$ cat src/complete_pkg.sv
package complete_pkg;

    // architectural data width, also used for program counters
    localparam int XLEN = 32;

    // 64 physical registers need a 6 bit index
    localparam int PR_W = 6;

    // 32 reorder buffer entries need a 5 bit index
    localparam int ROB_W = 5;

    // number of common data bus lanes driven per cycle
    localparam int CDB_WIDTH = 3;

    // a data word or a program counter
    typedef logic [XLEN-1:0] xlen_t;

    // physical register number, register 0 stands for no writeback
    typedef logic [PR_W-1:0] pr_idx_t;

    // reorder buffer entry number
    typedef logic [ROB_W-1:0] rob_idx_t;

    // one finished result as handed over by a functional unit
    typedef struct packed {
        // destination register, zero when nothing is written back
        pr_idx_t  dest_pr;
        xlen_t    dest_value;
        // reorder buffer entry that this result completes
        rob_idx_t rob_entry;
        // set for a branch that resolved as taken
        logic     take_branch;
        xlen_t    target_pc;
    } fu_complete_t;

    // one lane of the common data bus
    typedef struct packed {
        logic         valid;
        fu_complete_t res;
    } cdb_lane_t;

endpackage
$ cat src/fu_result_latch.sv
`timescale 1ns/1ps

module fu_result_latch import complete_pkg::*; #(
    parameter int NUM_FU = 8
) (
    input  logic                      clock,
    input  logic                      rst,
    // single cycle done pulses from the functional units
    input  logic         [NUM_FU-1:0] fu_done,
    input  fu_complete_t [NUM_FU-1:0] fu_result,
    // slots picked by the selector in this cycle
    input  logic         [NUM_FU-1:0] grant,
    output logic         [NUM_FU-1:0] fu_ready,
    output logic         [NUM_FU-1:0] slot_full,
    output fu_complete_t [NUM_FU-1:0] slot_res
);

    // a done pulse is only taken while the slot can accept it
    logic [NUM_FU-1:0] accept;

    // a slot leaves at the next edge when the selector grants it
    logic [NUM_FU-1:0] release_slot;

    logic [NUM_FU-1:0] full_next;

    // a unit may finish when its slot is empty, or when the held result
    // goes out on the bus this cycle and frees the slot at the same edge
    assign fu_ready = ~slot_full | grant;

    // done pulses that arrive while not ready are ignored by the units
    // by contract, masking them here keeps a held result from being overwritten
    assign accept = fu_done & fu_ready;

    // grant is only ever raised for full slots, the mask keeps that explicit
    assign release_slot = grant & slot_full;

    // a new capture wins over a release in the same cycle, so a slot that
    // is granted and refilled at once stays full with the new result
    assign full_next = accept | (slot_full & ~release_slot);

    // full bits are control state and come up empty after reset
    always_ff @(posedge clock) begin
        if (rst) begin
            slot_full <= '0;
        end else begin
            slot_full <= full_next;
        end
    end

    // the result payload only matters while the full bit is set
    always_ff @(posedge clock) begin
        for (int i = 0; i < NUM_FU; i++) begin
            if (accept[i]) begin
                slot_res[i] <= fu_result[i];
            end
        end
    end

endmodule

$ cat config.mk
export PLATFORM = sky130hd
export DESIGN_NAME = fu_result_latch
export DESIGN_NICKNAME = d
export VERILOG_FILES = /design/src/complete_pkg.sv /design/src/fu_result_latch.sv
export SDC_FILE = /design/constraint.sdc
export NUM_CORES = 1
export LEC_CHECK = 0
export BUFFER_PORTS_ARGS = -buffer_cell sky130_fd_sc_hd__buf_2
export CORE_AREA = 2 2 484 486
export DETAILED_ROUTE_END_ITERATION = 10
export DIE_AREA = 0 0 486 488
export MAX_ROUTING_LAYER = met4
export PLACE_DENSITY = 0.3
export RECOVER_POWER = 25
export SLEW_MARGIN = 20
export SYNTH_ARGS = -nofsm -noshare
export SYNTH_HDL_FRONTEND = slang
export SYNTH_SLANG_ARGS = --single-unit
$ cat constraint.sdc
create_clock -name clock -period 4.4 [get_ports clock]
set_input_delay 0.88 -clock clock [delete_from_list [all_inputs] [get_ports clock]]
set_output_delay 0.88 -clock clock [all_outputs]
set_load 0.01 [all_outputs]
==> run summary <==
most frequent cells in the layout = buf_2, edfxtp_1, clkbuf_16, clkbuf_1, clkinv_1
crit-path max FO = 1
RR Startpoint = slot_full[1]
Row Count = 177
Top Ports = 1250
leakage = 0.0123 uW
ANT nets after route = 0
CTS sink count = 616
fin nets = 2624
wire per inst = 27.7 um
P&R area growth vs syn = 69.4%
gpl congestion = 0.801
Skew-Pair Late Insertion Delay = 0.69 ns
H-Tree Depth = 3
XOR/XNOR share of the synthesized area = 0%
Post-Synth Simple-Gate Area = 0.963%
CTS tree = done
Unique masters post-synth = 7
Startpoint Class = flip-flop
r2r worst-path depth = 3
Port Buffer Count = 1249
WHS Endpoint = slot_res[305]
largest family of logic cells by synthesized area = simple AND/OR/NAND/NOR gates
Worst Hold Depth = 1
multi-input logic area = 250 um^2
Root Buffer Master = clkbuf_16
width of the die = 486 um
busiest layer in global routing = met2
post-synthesis mux area share = 0%
PD cells = 474 nW/um^2
Data required, critical path = 3.52 ns
Initial Util = 8.07%
vias in the first global route = 13446
setup TNS = 0 ns
final wirelength = 143000 um
synthesized area = 18700 um^2
Synth top area share = 97.6%
slew margin rel. = 37.3%
WP buf/inv = 1
Final Critical Period = 2.24 ns
fmax = 447 MHz
Cell Chain, Critical Path = buf_2
Largest stage delay, worst path = 0.47 ns
CTS Buf Count = 83
Critical Path End Type = primary output
Setup-failing EPs final = 0
net count after synthesis = 1275
Final Skew = 0.0233 ns
synth warn = 0
global routing usage on met3 = 9.74%
post-cts resize count = 0
period utilisation layout = 50.9%
critical path class = flip-flop to primary output
Seq/Total Area, Yosys = 98.5%
dpl hpwl = 124000 um
Hold Fails Final Rpt = 0
worst hold slack = 0.362 ns
Least-Margin Pin Slew = 0.940 ns
Worst path top cell family by delay = flip-flops
Pins Over Slew Limit = 0
status = finished, final reports clean
Synth Area in Compound Gates = 0.375%
ranking of synthesized cells by area = edfxtp_1, dfxtp_1, nand2b_4
Synth area leader = edfxtp_1
Clock Path Buffers = 3
hold path start = fu_result[305]
global-route wire length before repair = 170000 um
DR iter-0 viols = 554
most common cell after layout, fill and taps aside = buf_2
#FFs+latches synth = 616
Hold Path Class = primary input to flip-flop
grt met2 use = 19.7%
M1 GR Usage = 10.5%
FILL cells = 25993
via count = 13023
register area = 18400 um^2
global route overflow = 0
RSZ-0062 raised after global routing = no
die area = 237000 um^2
RR Endpoint = slot_res[111]
Via density = 2.52
crit path DAT = 1.36 ns
DRC Markers = 0
Post-Synth Adder-Cell Area = 0%
Mapped Cells = 649
Worst-path clk slew = 0.06 ns
syn avg cell area = 28.8 um^2
Core ar. = 232000 um^2
initial antenna violation count = 180
Die Y = 488 um
drt first pass iters = 5
layout cell share with drive strength beyond 1 = 67.5%
Hold Buf Count CTS = 0
# Post-CTS Setup Buffers = 0
largest net degree at the start of global routing = 59
Max Cap Viol = 0
slowest CP cell = edfxtp_1
Reg2Reg Setup Slack = 2.55 ns
Worst VDD drop = 0.000465 V
gr usage total = 12.0%
## registers in the layout, summed over array words and instances, names as in the netlist
name       cells
slot_full      8
slot_res     608
## layer usage
| metal | share of wire [%] | wire length (um) |
|---|---|---|
| met1 | 31 | 44500 |
| met2 | 48 | 68500 |
| met3 | 18 | 26000 |
| met4 | 2.8 | 4030 |
| met5 | 0 | 0 |
## cell families (layout without fill, tap and decap cells)
family	after synthesis	after routing
flip-flops	616	616
AND/OR/NAND/NOR	16	16
other	0	67
buffers and inverters	9	1422
AO/OA/AOI/OAI	8	8
## where the power goes
part	total, uW	internal, uW	switching [uW]
clock network	6790	3900	2890
registers	6980	6870	116
logic	1250	432	816
## cells in the mapped netlist
library cell,n
a21oi_2,8
nand2b_4,8
and2_4,8
edfxtp_1,608
dfxtp_1,8
buf_4,1
inv_1,8
## stage by stage
stage	utilization [%]	std cells	instance area, um^2	worst slack, ns	power, uW
after global routing	13.6	5140	31600	2.02	15700
final	13.7	5172	31700	2.16	15000
after CTS	13.6	5105	31500	2.04	15500
after floorplan	-	649	18700	2.38	7390
after global placement	12.5	4955	28900	1.78	8430
after detailed placement	12.5	4956	28900	1.78	8420
## worst max-delay path by stage
stage               slack (ns)          start  cells past startpoint             to
floorplan                 2.38       grant[0]                      2    slot_res[0]
global placement          1.78       grant[1]                      4  slot_res[128]
detailed placement        1.78       grant[1]                      4  slot_res[124]
CTS                       2.04  slot_res[464]                      1  slot_res[464]
global route              2.02  slot_res[437]                      1  slot_res[437]
finish                    2.16  slot_res[443]                      1  slot_res[443]
## layout make-up
class,instances,share of cell area (%)
Tap cell,3043,12.0
Timing Repair Buffer,1265,20.1
Sequential cell,616,58.1
Clock buffer,95,6.77
Multi-Input combinational cell,24,0.790
Clock inverter,54,1.56
Inverter,8,0.0948
Antenna cell,67,0.529
Note: power is estimated with default switching activity, not from simulation.
