File: src/complete_pkg.sv
package complete_pkg;

    // architectural data width, also used for program counters
    localparam int XLEN = 32;

    // 64 physical registers need a 6 bit index
    localparam int PR_W = 6;

    // 32 reorder buffer entries need a 5 bit index
    localparam int ROB_W = 5;

    // number of common data bus lanes driven per cycle
    localparam int CDB_WIDTH = 3;

    // a data word or a program counter
    typedef logic [XLEN-1:0] xlen_t;

    // physical register number, register 0 stands for no writeback
    typedef logic [PR_W-1:0] pr_idx_t;

    // reorder buffer entry number
    typedef logic [ROB_W-1:0] rob_idx_t;

    // one finished result as handed over by a functional unit
    typedef struct packed {
        // destination register, zero when nothing is written back
        pr_idx_t  dest_pr;
        xlen_t    dest_value;
        // reorder buffer entry that this result completes
        rob_idx_t rob_entry;
        // set for a branch that resolved as taken
        logic     take_branch;
        xlen_t    target_pc;
    } fu_complete_t;

    // one lane of the common data bus
    typedef struct packed {
        logic         valid;
        fu_complete_t res;
    } cdb_lane_t;

endpackage
File: src/rob_complete_tracker.sv
`timescale 1ns/1ps

module rob_complete_tracker import complete_pkg::*; #(
    parameter int ROB_DEPTH = 32
) (
    input  logic                      clock,
    input  logic                      rst,
    input  cdb_lane_t [CDB_WIDTH-1:0] cdb,
    // a newly allocated entry starts out incomplete
    input  logic                      dispatch_valid,
    input  rob_idx_t                  dispatch_entry,
    input  rob_idx_t                  query_entry,
    output logic                      rob_complete,
    // one cycle redirect request for a taken branch
    output logic                      redirect_valid,
    output xlen_t                     redirect_pc,
    output rob_idx_t                  redirect_entry
);

    // one complete bit per reorder buffer entry
    logic [ROB_DEPTH-1:0] complete_bits;

    logic [ROB_DEPTH-1:0] set_mask;
    logic [ROB_DEPTH-1:0] clr_mask;

    // taken branch seen on the bus this cycle, and the lowest lane with it
    logic     br_hit;
    xlen_t    br_pc;
    rob_idx_t br_entry;

    // entries completed by the bus this cycle
    always_comb begin
        set_mask = '0;
        for (int k = 0; k < CDB_WIDTH; k++) begin
            if (cdb[k].valid) begin
                set_mask[cdb[k].res.rob_entry] = 1'b1;
            end
        end
    end

    // entry cleared by a dispatch this cycle
    always_comb begin
        clr_mask = '0;
        if (dispatch_valid) begin
            clr_mask[dispatch_entry] = 1'b1;
        end
    end

    // the set is applied after the clear, so a completion to the entry
    // being dispatched in the same cycle leaves the bit set
    always_ff @(posedge clock) begin
        if (rst) begin
            complete_bits <= '0;
        end else begin
            complete_bits <= (complete_bits & ~clr_mask) | set_mask;
        end
    end

    assign rob_complete = complete_bits[query_entry];

    // walk the lanes from the top down so the lowest taken lane is the
    // one left standing at the end of the loop
    always_comb begin
        br_hit = 1'b0;
        br_pc = '0;
        br_entry = '0;
        for (int k = CDB_WIDTH - 1; k >= 0; k--) begin
            if (cdb[k].valid && cdb[k].res.take_branch) begin
                br_hit = 1'b1;
                br_pc = cdb[k].res.target_pc;
                br_entry = cdb[k].res.rob_entry;
            end
        end
    end

    // the redirect is a pulse, it drops again unless another taken
    // branch completes in the following cycle
    always_ff @(posedge clock) begin
        if (rst) begin
            redirect_valid <= 1'b0;
        end else begin
            redirect_valid <= br_hit;
        end
    end

    // target and entry are only looked at while redirect_valid is high
    always_ff @(posedge clock) begin
        if (br_hit) begin
            redirect_pc <= br_pc;
            redirect_entry <= br_entry;
        end
    end

endmodule

File: config.mk
export PLATFORM = sky130hd
export DESIGN_NAME = rob_complete_tracker
export DESIGN_NICKNAME = d
export VERILOG_FILES = /design/src/complete_pkg.sv /design/src/rob_complete_tracker.sv
export SDC_FILE = /design/constraint.sdc
export NUM_CORES = 1
export LEC_CHECK = 0
export BUFFER_PORTS_ARGS = -buffer_cell sky130_fd_sc_hd__buf_2
export CORE_AREA = 2 2 109 111
export CTS_CLUSTER_DIAMETER = 80
export DETAILED_ROUTE_END_ITERATION = 8
export DIE_AREA = 0 0 111 113
export HOLD_SLACK_MARGIN = 0.06
export PLACE_DENSITY = 0.73
export SYNTH_ARGS = -nofsm -noshare
export SYNTH_HDL_FRONTEND = slang
export SYNTH_SLANG_ARGS = --single-unit
File: constraint.sdc
create_clock -name clock -period 1.93 [get_ports clock]
set_input_delay 0.2895 -clock clock [delete_from_list [all_inputs] [get_ports clock]]
set_output_delay 0.2895 -clock clock [all_outputs]
set_load 0.02 [all_outputs]
==> impl_metrics.csv, run 1 <==
group,metric,value,unit
placed_design,gp_congestion,0.972,
global_route,grt_pass1_vias,4282,
floorplanning,start_util,35.5,%
worst_setup_path,worstRegToRegCells,2,
power_and_ir_drop,p_per_area,793,mW/mm²
placed_design,io_buffers,168,
drt,wl_per_cell,20.0,µm
worst_setup_path,worstPathRequired,1.64,ns
logic_synthesis,netlist_area,0.00400,mm²
layout,drive_gt1_share,34.9,%
timing,fin_tns_setup,0,ns
clock_tree,post_cts_buffers,0,
worst_setup_path,critPathLaunchType,"input pin",
min_path,hold_path_depth,3,
clock_tree,insertion_delay,0.33,ns
clock_tree,cts_sinks,70,
outcome,outcome,"complete, no violations",
timing,slew_headroom,54.5,%
global_route,gr-usage-all-layers,23.6,%
floorplanning,fp.dieW,111,µm
clock_tree,clk_pin_slew,0.06,ns
min_path,hp-class,"input pin to flop",
timing,period_minus_slack,1.88,ns
layout,nets,852,
worst_setup_path,end_kind,"primary output",
min_path,holdPathEnd,"redirect_pc[22]$_DFFE_PP_",
logic_synthesis,synth_area_per_cell,8.97,µm²
worst_setup_path,r2r_start,"complete_bits[17]$_SDFF_PP0_",
drt,viasPerCell,5.83,
placed_design,hpwl,11000,µm
worst_setup_path,rr_endpoint,"complete_bits[17]$_SDFF_PP0_",
logic_synthesis,yosys-top-cells-count,"nand2_1, a22oi_1, o21ai_0",
timing,layout_setup_ws,0.0531,ns
worst_setup_path,critPathKind,"input pin to primary output",
floorplanning,die-area,0.0125,mm²
logic_synthesis,yosysUniqueCellTypes,35,
floorplanning,core_area,0.0113,mm²
drt,wirelength,15200,µm
power_and_ir_drop,leakage,0.00211,µW
timing,finalHoldViolCount,0,
global_route,grt_first_pass_wirelength,23100,µm
layout,diodes,0,
drt,drtPass1Iterations,6,
clock_tree,ctsHoldBuffers,0,
clock_tree,cts_root_buf,"clkbuf_16",
worst_setup_path,crit_path_max_fanout,10,
global_route,grt_max_degree,75,
drt,drt_iter0_markers,388,
floorplanning,dieHeight,113,µm
timing,drv_slew,0,
logic_synthesis,synth_cells,446,
logic_synthesis,seq_area_frac_synth,44.3,%
timing,finalSetupViolations,0,
drt,drtAntennaViolNets,0,
global_route,antenna_found_initial,1,
logic_synthesis,synthTopCellsByArea,"edfxtp_1, dfxtp_1, a22oi_1",
drt,routed-via-count,4406,
logic_synthesis,synth-edff-count,37,
timing,fmax,533,MHz
logic_synthesis,synth_top_area_cell,"edfxtp_1",
logic_synthesis,synthFlopType,"edfxtp_1",
clock_tree,cts_tree,"done",
logic_synthesis,synth_seq_cells,70,
floorplanning,io_pins,283,
min_path,hold_start,"cdb[22]",
worst_setup_path,cp.arrival,1.59,ns
layout,area_growth,33.4,%
logic_synthesis,synth_nets,690,
logic_synthesis,async_reset_ff_share,0,%
logic_synthesis,synth_top_cell_area_share,27.8,%
placed_design,detailedPlace.worstSlack,0.0483,ns
global_route,grt_overflow_total,0,
clock_tree,htreeDepth,3,
job,max_cap_violations,0,
power_and_ir_drop,ir_drop,472,µV
drt,drc_errors,0,
floorplanning,rows,39,
clock_tree,cts_buffers,9,
clock_tree,cts_buffer_depth,2,
timing,fin_skew,0,ns
logic_synthesis,yosysMostFrequentCell,"nand2_1",
clock_tree,post_cts_resized,0,
timing,final.period_utilization,97.2,%
timing,rsz0062_at_grt,"no",
logic_synthesis,synth.yosys.warnings,0,
worst_setup_path,r2r_slack,1.21,ns
timing,tightest_slew,0.683,ns
worst max-delay path, stage by stage:
cell and delay [ns]:
buf_2 0.13, buf_12 0.16, mux2i_1 0.36, a22oi_1 0.15, a311o_1 0.32, buf_2 0.16
routing by layer:
layer / GRT usage [%] / up-vias / part of all wire (%)
met3: 6.43 / 29 / 12
met2: 36.9 / 317 / 44
met4: 8.42 / 2 / 1.8
met5: 0 / - / 0.086
li1: - / 2028 / -
met1: 31.6 / 2030 / 43
placed cells by master (no fill, tap or decap), types with 2 or more instances in the layout:
cell type / instances
buf_4: 16
clkbuf_1: 3
nand3b_1: 5
nor3_1: 3
a31oi_1: 32
mux2i_1: 12
or3b_2: 3
buf_2: 168
edfxtp_1: 37
a21oi_1: 3
and3_1: 6
clkbuf_8: 3
buf_12: 4
and2_2: 2
nor2_1: 8
and3b_1: 9
nand3_1: 4
dfxtp_1: 33
nor3b_1: 8
a22oi_1: 73
o21ai_0: 64
nor2b_1: 2
clkbuf_16: 9
o21ai_1: 5
nor3b_2: 4
mux2i_2: 3
nand2_1: 83
area by class of cell:
class	count	area, µm²
repair buffers	188	1040
fillers	1095	5940
clock buffers	15	278
clock inverters	1	3.75
multi-input cells	339	2060
flip-flops and latches	70	1770
well taps	143	179
cells by family (layout without fill, tap and decap cells):
family	after synthesis	after routing	share of synthesized area, %
DFF	70	70	44.3
AOI/OAI and AO/OA	179	179	28.2
and+or+nand+nor	144	144	18.7
muxes	16	16	4.00
buffers and inverters	37	204	4.85
power breakdown:
group / leakage [µW] / internal, µW / switching, µW
sequential: 0.000635 / 1720 / 42.2
clock: 0.000138 / 973 / 616
combinational: 0.00134 / 327 / 546
metrics by stage:
| stage | std cells | cell area [µm²] | utilization (%) | hold slack, ns | total power, µW |
|---|---|---|---|---|---|
| 2_1_floorplan | 446 | 4000 | - | 0.473 | 2260 |
| 3_3_place_gp | 740 | 5030 | 44.6 | 0.488 | 2640 |
| 3_5_place_dp | 740 | 5030 | 44.6 | 0.490 | 2660 |
| 4_1_cts | 756 | 5310 | 47.1 | 0.223 | 4230 |
| 5_1_grt | 756 | 5330 | 47.3 | 0.247 | 4370 |
| 6_report | 756 | 5330 | 47.3 | 0.226 | 4230 |
how the worst max path moves through the flow:
stage | startpoint | to | cells after the start
3_3_place_gp | query_entry[1] | rob_complete | 6
4_1_cts | complete_bits[11]$_SDFF_PP0_ | rob_complete | 6
2_1_floorplan | cdb[32] | redirect_entry[0]$_DFFE_PP_ | 3
3_5_place_dp | query_entry[1] | rob_complete | 6
5_1_grt | query_entry[1] | rob_complete | 8
6_report | query_entry[1] | rob_complete | 6
flip-flops by register name, summed over array words and instances, names as in the netlist:
name            count
complete_bits      32
redirect_entry      5
redirect_pc        32
redirect_valid      1
Power figures use the tool's default switching activity.
==> inputs of run 2 (changes only) <==
==> constraint.sdc (replaced) <==
create_clock -name clock -period 1.93 [get_ports clock]
set_input_delay 0.2895 -clock clock [delete_from_list [all_inputs] [get_ports clock]]
set_output_delay 0.2895 -clock clock [all_outputs]
set_load 0.1 [all_outputs]
==> run 2 against run 1 <==
Effect of this change:
- worst setup slack worse by 0.085 ns
- largest cell class unchanged
- fmax decreased by 4.3%
- core utilization increased by 0.13 points
- global-route usage down 0.24 points
- combinational power rose by 79%
- the run now ends with negative setup slack left
- cell area up 0.28%
- largest power group unchanged
==> impl_metrics.csv, run 2 (synthesis results as in run 1) <==
group,metric,value,unit
min_path,hold_start,"cdb[21]",
job,max_cap_violations,0,
clock_tree,post_cts_buffers,0,
worst_setup_path,critPathLaunchType,"flop",
clock_tree,insertion_delay,0.33,ns
timing,drv_slew,0,
worst_setup_path,r2r_slack,1.19,ns
global_route,gr-usage-all-layers,23.3,%
global_route,grt_pass1_vias,4426,
clock_tree,clk_pin_slew,0.06,ns
timing,slew_headroom,52.2,%
timing,fin_skew,0,ns
clock_tree,cts_buffers,9,
floorplanning,core_area,0.0113,mm²
floorplanning,start_util,35.5,%
global_route,grt_max_degree,75,
layout,final_cell_mix,"buf_2, nand2_1, a22oi_1",
layout,drive_gt1_share,35.8,%
drt,drt_iter0_markers,383,
worst_setup_path,slowest_stage,"a311o_2",
clock_tree,cts_sinks,70,
power_and_ir_drop,ir_drop,538,µV
power_and_ir_drop,p_per_area,924,mW/mm²
drt,wirelength,14600,µm
worst_setup_path,crit_path_max_fanout,2,
clock_tree,cts_root_buf,"clkbuf_16",
timing,rsz0062_at_grt,"yes",
worst_setup_path,cp-endpoint,"rob_complete",
worst_setup_path,setup.worst_path.start,"complete_bits[18]$_SDFF_PP0_",
worst_setup_path,end_kind,"primary output",
timing,period_minus_slack,1.96,ns
clock_tree,htreeDepth,3,
layout,fillerInstances,1088,
worst_setup_path,worstPathRequired,1.64,ns
floorplanning,fp.dieW,111,µm
floorplanning,die-area,0.0125,mm²
drt,wl_per_cell,19.4,µm
clock_tree,cts_tree,"done",
timing,finalHoldViolCount,0,
drt,viasPerCell,5.80,
placed_design,io_buffers,168,
worst_setup_path,critPathKind,"flop to primary output",
layout,largestRegisters,"complete_bits x32, redirect_pc x32, redirect_entry x5",
drt,drtPass1Iterations,5,
outcome,outcome,"finished with violations",
worst_setup_path,r2r_start,"complete_bits[15]$_SDFF_PP0_",
global_route,grt_first_pass_wirelength,23000,µm
drt,drc_errors,0,
timing,fmax,510,MHz
layout,nets,850,
timing,layout_setup_ws,-0.0315,ns
placed_design,gp_congestion,0.933,
floorplanning,io_pins,283,
drt,drtAntennaViolNets,0,
worst_setup_path,path_cells,"mux2i_1 -> nand2_1 -> nand4b_1 -> a21oi_2 -> a311o_2 -> buf_12",
layout,layout.area.seq,0.00177,mm²
placed_design,hpwl,10800,µm
clock_tree,cts_buffer_depth,2,
global_route,grt_overflow_total,0,
timing,fin_tns_setup,-0.0315,ns
layout,diodes,0,
power_and_ir_drop,leakage,0.00211,µW
placed_design,detailedPlace.worstSlack,-0.129,ns
timing,finalSetupViolations,1,
clock_tree,ctsHoldBuffers,0,
worst_setup_path,worstRegToRegCells,2,
min_path,hp-class,"input pin to flop",
worst_setup_path,cp.arrival,1.67,ns
floorplanning,rows,39,
outcome,violations,"negative setup slack",
timing,final.period_utilization,102,%
worst_setup_path,cpPeakStageDelay,0.40,ns
layout,area_growth,33.7,%
layout,multiInputGateArea,0.00206,mm²
worst_setup_path,rr_endpoint,"complete_bits[15]$_SDFF_PP0_",
floorplanning,dieHeight,113,µm
timing,tightest_slew,0.714,ns
layout,layout_commonest_cell,"buf_2",
global_route,antenna_found_initial,2,
drt,routed-via-count,4370,
run 2: area by class of cell:
type	instances	share of cell area, %
clock inverter	6	0.796
multi-input combinational	339	38.5
timing repair buffer	186	19.5
tap	143	3.35
sequential	70	33.2
clock buffer	10	4.68
run 2: metrics by stage:
| stage | area [µm²] | utilization [%] | power [µW] | hold slack (ns) | std cells |
|---|---|---|---|---|---|
| 2_1_floorplan | 4000 | - | 2940 | 0.473 | 446 |
| 3_3_place_gp | 5010 | 44.5 | 3310 | 0.489 | 738 |
| 3_5_place_dp | 5010 | 44.5 | 3330 | 0.489 | 738 |
| 4_1_cts | 5340 | 47.4 | 4970 | 0.215 | 754 |
| 5_1_grt | 5350 | 47.4 | 5110 | 0.237 | 754 |
| 6_report | 5350 | 47.4 | 4940 | 0.226 | 754 |
run 2: routing by layer:
layer  vias to the layer above  global-route usage, %  routed length (µm)
met5                         -                      0                  27
met4                         4                   8.33                 366
met3                        41                   6.16                1810
met2                       295                   36.4                6310
met1                      2007                   31.5                6130
li1                       2023                      -                   -
run 2: what timing repair did:
item                                    in CTS  in global routing
endpoints found under the setup margin       1                  1
cloned                                       0                  0
pin swaps                                    2                  3
resized for setup                            8                  3
run 2: worst min path at each step:
stage	to	slack, ns	depth (start not counted)
6_report	redirect_pc[21]$_DFFE_PP_	0.23	3
3_5_place_dp	complete_bits[12]$_SDFF_PP0_	0.49	2
5_1_grt	redirect_pc[21]$_DFFE_PP_	0.24	3
4_1_cts	redirect_pc[21]$_DFFE_PP_	0.21	3
2_1_floorplan	complete_bits[21]$_SDFF_PP0_	0.47	2
3_3_place_gp	complete_bits[12]$_SDFF_PP0_	0.49	2
run 2: where the power goes:
part           internal [µW]  switching (µW)  total, µW
Sequential              1720            45.1       1770
Clock                    952             664       1620
Combinational            332            1220       1560
run 2: critical path: cells and delay by family, from the launching register on:
kind | cells | cell delay [ns]
AOI/OAI and AO/OA | 2 | 0.44
buffers and inverters | 1 | 0.18
and+or+nand+nor | 2 | 0.20
DFF | 1 | 0.30
muxes | 1 | 0.22
