--- config.mk ---
export PLATFORM = sky130hd
export DESIGN_NAME = complete_select
export DESIGN_NICKNAME = d
export VERILOG_FILES = /design/src/complete_pkg.sv /design/src/complete_select.sv
export SDC_FILE = /design/constraint.sdc
export NUM_CORES = 1
export LEC_CHECK = 0
export BUFFER_PORTS_ARGS = -buffer_cell sky130_fd_sc_hd__buf_2
export CAP_MARGIN = 15
export CORE_AREA = 2 2 338 340
export DETAILED_ROUTE_END_ITERATION = 10
export DIE_AREA = 0 0 340 342
export GPL_TIMING_DRIVEN = 1
export PLACE_DENSITY = 0.34
export SYNTH_ARGS = -nofsm -noshare
export SYNTH_HDL_FRONTEND = slang
export SYNTH_SLANG_ARGS = --single-unit
--- constraint.sdc ---
create_clock -name vclk -period 2.89
set_input_delay 0.578 -clock vclk [all_inputs]
set_output_delay 0.578 -clock vclk [all_outputs]
set_load 0.01 [all_outputs]
--- src/complete_pkg.sv ---
package complete_pkg;

    // architectural data width, also used for program counters
    localparam int XLEN = 32;

    // 64 physical registers need a 6 bit index
    localparam int PR_W = 6;

    // 32 reorder buffer entries need a 5 bit index
    localparam int ROB_W = 5;

    // number of common data bus lanes driven per cycle
    localparam int CDB_WIDTH = 3;

    // a data word or a program counter
    typedef logic [XLEN-1:0] xlen_t;

    // physical register number, register 0 stands for no writeback
    typedef logic [PR_W-1:0] pr_idx_t;

    // reorder buffer entry number
    typedef logic [ROB_W-1:0] rob_idx_t;

    // one finished result as handed over by a functional unit
    typedef struct packed {
        // destination register, zero when nothing is written back
        pr_idx_t  dest_pr;
        xlen_t    dest_value;
        // reorder buffer entry that this result completes
        rob_idx_t rob_entry;
        // set for a branch that resolved as taken
        logic     take_branch;
        xlen_t    target_pc;
    } fu_complete_t;

    // one lane of the common data bus
    typedef struct packed {
        logic         valid;
        fu_complete_t res;
    } cdb_lane_t;

endpackage
--- src/complete_select.sv ---
`timescale 1ns/1ps

module complete_select import complete_pkg::*; #(
    parameter int NUM_FU = 8
) (
    // held results from the latch
    input  logic         [NUM_FU-1:0]    slot_full,
    input  fu_complete_t [NUM_FU-1:0]    slot_res,
    // slots that go out on the bus this cycle
    output logic         [NUM_FU-1:0]    grant,
    // full slots that have to wait for a later cycle
    output logic         [NUM_FU-1:0]    stall,
    output cdb_lane_t    [CDB_WIDTH-1:0] cdb
);

    // one hot pick for each bus lane, all zero when no slot is left
    logic [CDB_WIDTH-1:0][NUM_FU-1:0] pick;

    // slots still competing before each pick, the last entry is what
    // remains after all lanes are filled
    logic [CDB_WIDTH:0][NUM_FU-1:0] avail;

    // chained priority picks
    // each stage isolates the lowest set bit of what is still available
    // and masks it out before the next stage looks
    always_comb begin
        avail[0] = slot_full;
        for (int k = 0; k < CDB_WIDTH; k++) begin
            // x & -x keeps only the lowest set bit of x
            pick[k] = avail[k] & (~avail[k] + NUM_FU'(1));
            avail[k+1] = avail[k] & ~pick[k];
        end
    end

    // every pick is a grant, picks are disjoint by construction
    always_comb begin
        grant = '0;
        for (int k = 0; k < CDB_WIDTH; k++) begin
            grant = grant | pick[k];
        end
    end

    // whatever survives all three picks stalls
    assign stall = avail[CDB_WIDTH];

    // steer the picked slot of each rank onto the lane of that rank
    // lane 0 carries the lowest unit index, lane 2 the highest granted one
    // lanes without a pick stay all zero, which also keeps dest_pr at 0
    always_comb begin
        for (int k = 0; k < CDB_WIDTH; k++) begin
            cdb[k] = '0;
            for (int i = 0; i < NUM_FU; i++) begin
                if (pick[k][i]) begin
                    cdb[k].res = slot_res[i];
                end
            end
            cdb[k].valid = |pick[k];
        end
    end

endmodule

==> results of run 1 <==
==> where the power goes <==
part,switching (µW),internal (µW),leakage (µW)
combinational,2940,2510,0.0123
clock,0,0.00110,0.000000165
sequential,0,0,0
==> timing repair <==
item | in CTS | in global routing
setup buffers | 52 | 36
gates resized for setup | 325 | 232
cloned | 25 | 16
endpoints found under the setup margin | 236 | 232
pin swaps | 98 | 109
==> worst paths after layout <==
path | start | endpoint | cells past startpoint
setup / recovery | slot_full[4] | cdb[187] | 9
hold / removal | slot_res[590] | cdb[58] | 4
==> kinds of logic after synthesis <==
group | Yosys count
AO/OA/AOI/OAI | 1096
XOR/XNOR | 4
adder cells (fa/ha/maj) | 2
buffers and inverters | 293
multiplexers | 99
other | 1
AND/OR/NAND/NOR | 756
==> stage by stage <==
stage / setup TNS (ps) / cells
floorplan: -2852 / 2253
global placement: -92070 / 4755
detailed placement: -89030 / 4755
CTS: -63270 / 4828
global route: -80280 / 4887
finish: -65910 / 4901
==> layout by cell type (no fill, tap or decap), types with 12 or more instances in the layout <==
| cell | Yosys | final |
|---|---|---|
| nor2_4 | 0 | 17 |
| nand2_4 | 0 | 26 |
| a222oi_1 | 18 | 18 |
| nor2_1 | 177 | 158 |
| o211ai_1 | 13 | 13 |
| buf_6 | 6 | 129 |
| buf_2 | 67 | 772 |
| a21oi_4 | 0 | 12 |
| a221oi_1 | 31 | 29 |
| diode_2 | 0 | 26 |
| a31oi_1 | 65 | 61 |
| mux2i_1 | 57 | 56 |
| nand3_1 | 39 | 32 |
| o21ai_0 | 298 | 252 |
| a211o_1 | 51 | 51 |
| o2bb2ai_1 | 36 | 33 |
| buf_16 | 0 | 29 |
| buf_4 | 7 | 330 |
| nand2_1 | 464 | 408 |
| a221o_1 | 213 | 212 |
| o21ai_1 | 31 | 25 |
| a21oi_1 | 107 | 56 |
| o22ai_2 | 0 | 33 |
| nand2_2 | 0 | 29 |
| o211a_1 | 25 | 25 |
| and2_1 | 26 | 25 |
| o21ai_2 | 0 | 44 |
| mux2_4 | 0 | 39 |
| a211oi_1 | 78 | 67 |
| buf_12 | 0 | 108 |
| clkbuf_16 | 0 | 15 |
| a21oi_2 | 1 | 40 |
| o22ai_1 | 78 | 42 |
==> final cells by class <==
type / count / share of cell area (%)
Antenna cell: 26 / 0.2387
Tap cell: 1512 / 6.940
Inverter: 6 / 0.09180
Timing Repair Buffer: 1397 / 41.79
Multi-Input combinational cell: 1960 / 50.94
==> metal layers <==
layer  wire (µm)  GRT usage, %  up-vias
li1            -             -    11000
met1       58570         27.84    12200
met2       70680         40.30     1430
met3       12680         5.199      298
met4        5684         6.508       28
met5         173             0        -
==> results.sh, run 1 <==
export IMPL_pin_count=863
export IMPL_whs_ps=1466
export IMPL_synth_distinct_cells=57
export IMPL_grt_pass1_wl_um=192100
export IMPL_die_h_um=342
export IMPL_cp_data_required_time_ps=2310
export IMPL_multiInputGateArea_mm2=0.01388
export IMPL_dieArea_mm2=0.1163
export IMPL_avgViaCountPerCell=5.091
export IMPL_avgSynthCellArea_um2=5.897
export IMPL_die_w_um=340
export IMPL_detailed_place_hpwl_um=109800
export IMPL_hold_viol=0
export IMPL_utilization_pct=24.10
export IMPL_dpl_cell_area_mm2=0.02298
export IMPL_maxSlewHeadroom_pct=52.94
export IMPL_synth_top_area_share_pct=16.06
export IMPL_crit_arrival_ps=2730
export IMPL_io_buffers=860
export IMPL_yosys_top_cells_area="a221o_1 16%, nand2_1 13%, o21ai_0 11%"
export IMPL_n_fill_cell=12890
export IMPL_syn_area_mm2=0.01327
export IMPL_core_area_mm2=0.1131
export IMPL_yosys_area_share_simple_pct=23.50
export IMPL_finalSetupViolations=230
export IMPL_dp_slack_ps=-1138
export IMPL_ir_worst_vdd_v=0.00007407
export IMPL_grt_pass1_vias=24270
export IMPL_worstMarginPinSlew_ps=706.0
export IMPL_min_path_type="in2out"
export IMPL_grt_total_usage_pct=22.95
export IMPL_path_cells="buf_4 -> or4_4 -> a21oi_4 -> or2_4 -> nor3_4 -> buf_12 -> a221o_1 -> mux2_4 -> buf_6"
export IMPL_rsz0062_at_grt="yes"
export IMPL_drt_iter0_drc=2277
export IMPL_yosysTopAreaCell="a221o_1"
export IMPL_design_seq_count=0
export IMPL_antenna_found_initial=53
export IMPL_ys_warn_count=0
export IMPL_gr_total_overflow=0
export IMPL_grt_max_degree=86
export IMPL_critPathBufInv=3
export IMPL_crit_fanout=31
export IMPL_max_stage_delay_ps=530
export IMPL_drc=0
export IMPL_drive_above_1_share_pct=51.71
export IMPL_synthTopCellsByCount="464 x nand2_1, 298 x o21ai_0, 213 x a221o_1"
export IMPL_setup_slack_ps=-415.2
export IMPL_cp_start_kind="input pin"
export IMPL_clock_buffers=0
export IMPL_cap_violations=0
export IMPL_end_kind="output port"
export IMPL_fin_area_mm2=0.02726
export IMPL_cts_hold_buf=0
export IMPL_synth_compound_area_share_pct=58.74
export IMPL_timing_final_crit_share_pct=114.4
export IMPL_drtPass1Iterations=6
export IMPL_critPathTopFamily="simple AND/OR/NAND/NOR gates"
export IMPL_synthesis_instances=2251
export IMPL_synth_fa_ha_area_share_pct=0.1508
export IMPL_drv_slew=0
export IMPL_min_period_ps=3305
export IMPL_p_total_uw=5451
export IMPL_ant_nets=0
export IMPL_fmax_mhz=302.6
export IMPL_regArea_um2=0
export IMPL_initial_core_util_pct=11.74
export IMPL_nets=3981
export IMPL_p_leak_uw=0.01234
export IMPL_power_density_mw_per_mm2=200.0
export IMPL_fp_row_count=124
export IMPL_synth_top_family_by_area="compound AO/OA/AOI/OAI gates"
export IMPL_criticalPathCategory="in2out"
export IMPL_yosysMostFrequentCell="nand2_1"
export IMPL_synth_seq_area_share_pct=0
export IMPL_synth_mux_area_share_pct=7.861
export IMPL_crit_path_top_delay_cell="or4_4"
export IMPL_status="finished, violations left"
export IMPL_synthToLayoutAreaGrowth_pct=105.4
export IMPL_violations="negative setup slack"
export IMPL_routed_wirelength_um=147800
export IMPL_routabilityCongestion=0.9166
export IMPL_synthXorXnorAreaFrac_pct=0.2639
export IMPL_wl_per_cell_um=30.16
export IMPL_via_count=24950
No activity file was read; power rests on OpenSTA's default activity.
==> run 2: changes to the inputs <==
--- a/config.mk
+++ b/config.mk
@@ -5,13 +5,14 @@
 export SDC_FILE = /design/constraint.sdc
 export NUM_CORES = 1
 export LEC_CHECK = 0
+export ABC_AREA = 1
 export BUFFER_PORTS_ARGS = -buffer_cell sky130_fd_sc_hd__buf_2
 export CAP_MARGIN = 15
-export CORE_AREA = 2 2 338 340
+export CORE_AREA = 2 2 340 342
 export DETAILED_ROUTE_END_ITERATION = 10
-export DIE_AREA = 0 0 340 342
+export DIE_AREA = 0 0 342 344
 export GPL_TIMING_DRIVEN = 1
-export PLACE_DENSITY = 0.34
+export PLACE_DENSITY = 0.32
 export SYNTH_ARGS = -nofsm -noshare
 export SYNTH_HDL_FRONTEND = slang
 export SYNTH_SLANG_ARGS = --single-unit
==> run 2 against run 1 <==
  * The flow still finishes with violations (negative setup slack)
  * Cell area decreased by 10%
  * First-iteration DRC count fell by 18%
  * Setup slack better by 210 ps
  * Fmax grew 6.7%
  * Worst hold slack worse by 60 ps
  * Routed wire length fell by 6.5%
  * Via count is 3.5% lower
  * Critical path type unchanged
  * Critical endpoint is now cdb[116]
  * Largest cell class unchanged
  * Largest power group unchanged
==> results.sh, run 2 <==
export IMPL_die_h_um=344
export IMPL_routed_top_layer="met5"
export IMPL_fp_row_count=124
export IMPL_syn_area_mm2=0.01234
export IMPL_pin_count=863
export IMPL_status="finished, violations left"
export IMPL_cap_violations=0
export IMPL_synth_top_area_share_pct=30.38
export IMPL_synthToLayoutAreaGrowth_pct=98.54
export IMPL_crit_fanout=5
export IMPL_final_cell_mix="910 x nand2_1, 807 x buf_2, 372 x inv_1, 250 x nand3_1, 224 x o21ai_0"
export IMPL_seqPwrFrac_pct=0
export IMPL_synthTopCellsByCount="999 x nand2_1, 383 x inv_1, 323 x nand3_1"
export IMPL_p_int_uw=1883
export IMPL_end_kind="output port"
export IMPL_dp_cells=5297
export IMPL_avgViaCountPerCell=4.454
export IMPL_synth_seq_area_share_pct=0
export IMPL_criticalPathCategory="in2out"
export IMPL_maxSlewHeadroom_pct=65.77
export IMPL_critPathBufInv=9
export IMPL_utilization_pct=21.52
export IMPL_final_cells=5407
export IMPL_met1_length_um=59480
export IMPL_timing_final_crit_share_pct=107.2
export IMPL_drive_above_1_share_pct=40.14
export IMPL_avgSynthCellArea_um2=4.357
export IMPL_drtPass1Iterations=5
export IMPL_ant_nets=0
export IMPL_switching_share_pct=59.48
export IMPL_yosys_top_cells_area="nand2_1 30%, nand3_1 13%, inv_1 12%"
export IMPL_cpMostUsedCell="buf_12"
export IMPL_clkPwrFrac_pct=0
export IMPL_hp_start="slot_full[2]"
export IMPL_drt_iter0_drc=1875
export IMPL_max_stage_delay_ps=180
export IMPL_gr_total_overflow=0
export IMPL_grt_total_usage_pct=21.78
export IMPL_critPathTopFamily="buffers and inverters"
export IMPL_antenna_found_initial=41
export IMPL_min_to="grant[2]"
export IMPL_grt_pass1_vias=23530
export IMPL_drv_slew=0
export IMPL_finalSetupViolations=190
export IMPL_initial_core_util_pct=10.84
export IMPL_rsz0062_at_grt="yes"
export IMPL_core_area_mm2=0.1139
export IMPL_wl_met3_um=9925
export IMPL_violations="negative setup slack"
export IMPL_worstMarginPinSlew_ps=513.5
export IMPL_path_cells="buf_8 -> nor2_4 -> nand3_2 -> inv_2 -> nand2_4 -> nand2_2 -> buf_4 -> nor2_4 -> buf_12 -> buf_6 -> buf_12 -> buf_12 -> buf_12 -> nand2_1 -> nand3_2 -> buf_6"
export IMPL_crit_arrival_ps=2520
export IMPL_p_total_uw=4648
export IMPL_regArea_um2=0
export IMPL_min_path_cells=2
export IMPL_power_density_mw_per_mm2=189.7
export IMPL_design_seq_count=0
export IMPL_n_fill_cell=13520
export IMPL_cts_hold_buf=0
export IMPL_detailed_place_hpwl_um=105100
export IMPL_drc=0
export IMPL_p_leak_uw=0.01260
export IMPL_clock_buffers=0
export IMPL_via_count=24080
export IMPL_grt_pass1_wl_um=183000
export IMPL_nets=4489
export IMPL_ir_worst_vdd_v=0.00008601
export IMPL_yosysMostFrequentCell="nand2_1"
export IMPL_synthesis_instances=2833
export IMPL_path_depth=16
export IMPL_combPwrFrac_pct=100.0
export IMPL_min_path_type="in2out"
export IMPL_hold_viol=0
export IMPL_grt_max_degree=36
export IMPL_cp_data_required_time_ps=2310
export IMPL_synth_distinct_cells=24
export IMPL_final_common_cell="nand2_1"
export IMPL_yosysTopAreaCell="nand2_1"
export IMPL_setup_slack_ps=-207.5
export IMPL_crit_path_top_delay_cell="nor2_4"
export IMPL_routed_wirelength_um=138200
export IMPL_die_w_um=342
export IMPL_ys_warn_count=0
export IMPL_io_buffers=860
export IMPL_dieArea_mm2=0.1176
export IMPL_route_met2_wl_um=64360
export IMPL_fmax_mhz=322.8
export IMPL_dp_slack_ps=-339.0
export IMPL_wl_per_cell_um=25.56
export IMPL_routabilityCongestion=0.9781
export IMPL_min_period_ps=3097
export IMPL_switching_power_uw=2765
export IMPL_cp_start_kind="input pin"
==> run 2: cell types whose count changed after synthesis, moves of 78 or more <==
cell      before  now
a211oi_1      78    0
inv_1          5  383
nand4_1        0  156
nand3_1       39  323
a221o_1      213    0
a21oi_1      107  191
nand2_1      464  999
==> run 2: worst max-delay path by stage <==
stage / from / to
after floorplan: slot_full[0] / cdb[220]
after global placement: slot_full[1] / cdb[164]
after detailed placement: slot_full[1] / cdb[185]
after CTS: slot_full[1] / cdb[164]
after global routing: slot_full[0] / cdb[166]
final: slot_full[0] / cdb[116]
==> run 2: metal layers <==
layer	track usage, %	vias to the layer above
met2	37.41	1117
met3	2.888	187
li1	-	11300
met1	28.76	11460
met4	5.016	20
met5	0	-
==> run 2: area by class of cell <==
type | count | area [µm²] | share of cell area [%]
antenna | 24 | 60.06 | 0.2451
inverter | 387 | 1478 | 6.030
multi-input combinational | 2233 | 11500 | 46.93
tap | 1512 | 1892 | 7.720
timing repair buffer | 1251 | 9577 | 39.08
==> run 2: power by group through the flow <==
stage                     clock network (µW)  registers [µW]  logic, µW
after detailed placement                   0               0       3950
after floorplan                            0               0       1600
final                                0.00102               0       4650
after global placement                     0               0       3970
after global routing                0.000402               0       4980
after CTS                                  0               0       4440
==> run 2: stage by stage <==
step	cell area (µm²)	hold slack, ps	TNS (ps)
floorplan	12350	1248	0
global placement	20900	1445	-45230
detailed placement	20900	1443	-44770
CTS	23570	1402	-19820
global route	24470	1418	-36180
finish	24510	1406	-14160
==> run 2: logic make-up after synthesis <==
group | count (synthesis) | share of synthesized area [%]
AO/OA/AOI/OAI | 542 | 22.55
buffers and inverters | 602 | 19.05
other | 1 | 0.03038
AND/OR/NAND/NOR | 1688 | 58.37
==> run 2: what timing repair did <==
action | 4_1_cts | 5_1_grt
endpoints found under the setup margin | 233 | 229
hold endpoints to repair | 0 | 0
pin swaps | 56 | 60
buffers inserted | 55 | 17
gates cloned | 24 | 5
resized for setup | 370 | 242
==> run 3: changes to the inputs <==
--- a/config.mk
+++ b/config.mk
@@ -16,3 +16,4 @@
 export SYNTH_ARGS = -nofsm -noshare
 export SYNTH_HDL_FRONTEND = slang
 export SYNTH_SLANG_ARGS = --single-unit
+export TNS_END_PERCENT = 10
==> run 3 against run 2 <==
  * The flow still finishes with violations (negative setup slack)
  * Final cell count is 1.0% lower
  * Core utilization is 2.0 points lower
  * Critical path depth is 1 higher
  * Non-clock buffer count is 47 lower
  * Global-route usage is 1.3 points lower
  * Count of clock-buffer cells in the layout stayed put
  * Largest power group unchanged
  * Critical endpoint is now cdb[174]
==> results.sh, run 3 (synthesized netlist as in run 2, its figures left out) <==
export IMPL_min_to="grant[2]"
export IMPL_initial_core_util_pct=10.84
export IMPL_hp_start="slot_full[2]"
export IMPL_end_kind="output port"
export IMPL_p_int_uw=1640
export IMPL_cap_violations=0
export IMPL_synthToLayoutAreaGrowth_pct=79.70
export IMPL_final_common_cell="nand2_1"
export IMPL_min_path_type="in2out"
export IMPL_crit_arrival_ps=2500
export IMPL_fmax_mhz=324.6
export IMPL_crit_fanout=8
export IMPL_die_w_um=342
export IMPL_cp_start_kind="input pin"
export IMPL_die_h_um=344
export IMPL_gr_total_overflow=0
export IMPL_p_leak_uw=0.01163
export IMPL_clkPwrFrac_pct=0
export IMPL_cts_hold_buf=0
export IMPL_utilization_pct=19.48
export IMPL_switching_power_uw=2585
export IMPL_whs_ps=1385
export IMPL_wl_per_cell_um=24.42
export IMPL_crit_start="slot_full[0]"
export IMPL_grt_max_degree=36
export IMPL_switching_share_pct=61.18
export IMPL_seqPwrFrac_pct=0
export IMPL_drive_above_1_share_pct=34.57
export IMPL_drt_iter0_drc=1747
export IMPL_dp_slack_ps=-339.0
export IMPL_power_density_mw_per_mm2=190.5
export IMPL_drtPass1Iterations=8
export IMPL_violations="negative setup slack"
export IMPL_timing_final_crit_share_pct=106.6
export IMPL_rsz0062_at_grt="yes"
export IMPL_core_area_mm2=0.1139
export IMPL_criticalPathCategory="in2out"
export IMPL_io_buffers=860
export IMPL_dieArea_mm2=0.1176
export IMPL_finalSetupViolations=166
export IMPL_cp_data_required_time_ps=2310
export IMPL_grt_pass1_wl_um=174000
export IMPL_tns_ps=-16210
export IMPL_design_seq_count=0
export IMPL_setup_slack_ps=-190.6
export IMPL_via_count=23820
export IMPL_drc=0
export IMPL_detailed_place_hpwl_um=105100
export IMPL_min_path_cells=2
export IMPL_ir_worst_vdd_v=0.00006966
export IMPL_routed_wirelength_um=130700
export IMPL_drv_slew=0
export IMPL_final_cell_mix="965 x nand2_1, 843 x buf_2, 376 x inv_1, 313 x nand3_1, 230 x buf_4"
export IMPL_combPwrFrac_pct=100.0
export IMPL_min_period_ps=3081
export IMPL_routabilityCongestion=0.9781
export IMPL_hold_viol=0
export IMPL_clock_buffers=0
export IMPL_grt_pass1_vias=22960
export IMPL_antenna_found_initial=37
export IMPL_grt_total_usage_pct=20.47
export IMPL_avgViaCountPerCell=4.451
export IMPL_fp_row_count=124
export IMPL_ant_nets=0
export IMPL_regArea_um2=0
export IMPL_nets=4442
export IMPL_status="finished, violations left"
export IMPL_pin_count=863
==> run 3: cell types whose count changed in the layout (fill, tap and decap cells not counted), moves of 25 or more <==
cell	before	now
buf_2	807	843
nand3_1	250	313
nor2_1	126	160
buf_6	100	37
nand2_1	910	965
nand2_2	47	20
nand2_4	39	14
nand3_2	68	10
==> run 3: worst max-delay path by stage <==
stage                     to
finish              cdb[174]
CTS                 cdb[174]
global route        cdb[174]
floorplan           cdb[220]
detailed placement  cdb[185]
global placement    cdb[164]
==> run 3: routing by layer <==
layer | wire length, µm | GRT usage [%] | vias to the layer above
li1 | - | - | 11180
met2 | 62800 | 35.90 | 1102
met3 | 8311 | 2.425 | 165
met1 | 56340 | 26.76 | 11360
met4 | 3113 | 4.322 | 18
met5 | 108 | 0 | -
==> run 3: what timing repair did <==
action | in CTS | in global routing
gates resized for setup | 154 | 101
setup endpoints to repair | 233 | 229
setup buffers | 17 | 17
pin swaps | 18 | 20
cloned | 5 | 3
==> run 3: critical path, stage by stage <==
cell	delay (ps)
buf_8	100
nor2_4	180
buf_6	130
o21ai_4	90
nor2_4	190
buf_6	130
nor2_4	30
nor2_4	90
buf_6	130
nand2_8	70
buf_12	170
buf_12	150
buf_6	100
nor2_2	80
nor2_1	50
nand2_1	60
buf_2	120
==> run 3: final cells by class <==
class / instances / area, µm²
Fill cell: 13740 / 91700
Multi-Input combinational cell: 2233 / 10510
Timing Repair Buffer: 1204 / 8272
Tap cell: 1512 / 1892
Inverter: 387 / 1468
Antenna cell: 16 / 40.04
==> run 3: power by group through the flow <==
stage / clock network, µW / logic [µW] / registers [µW]
after CTS: 0 / 4140 / 0
after floorplan: 0 / 1600 / 0
after detailed placement: 0 / 3950 / 0
final: 0.000725 / 4220 / 0
after global routing: 0.000443 / 4550 / 0
after global placement: 0 / 3970 / 0
==> run 3: metrics by stage <==
stage               total power, µW  cell area [µm²]  std cells
floorplan                      1600            12350       2835
global placement               3970            20900       5297
global route                   4549            22170       5346
finish                         4225            22180       5352
detailed placement             3949            20900       5297
CTS                            4140            21660       5319
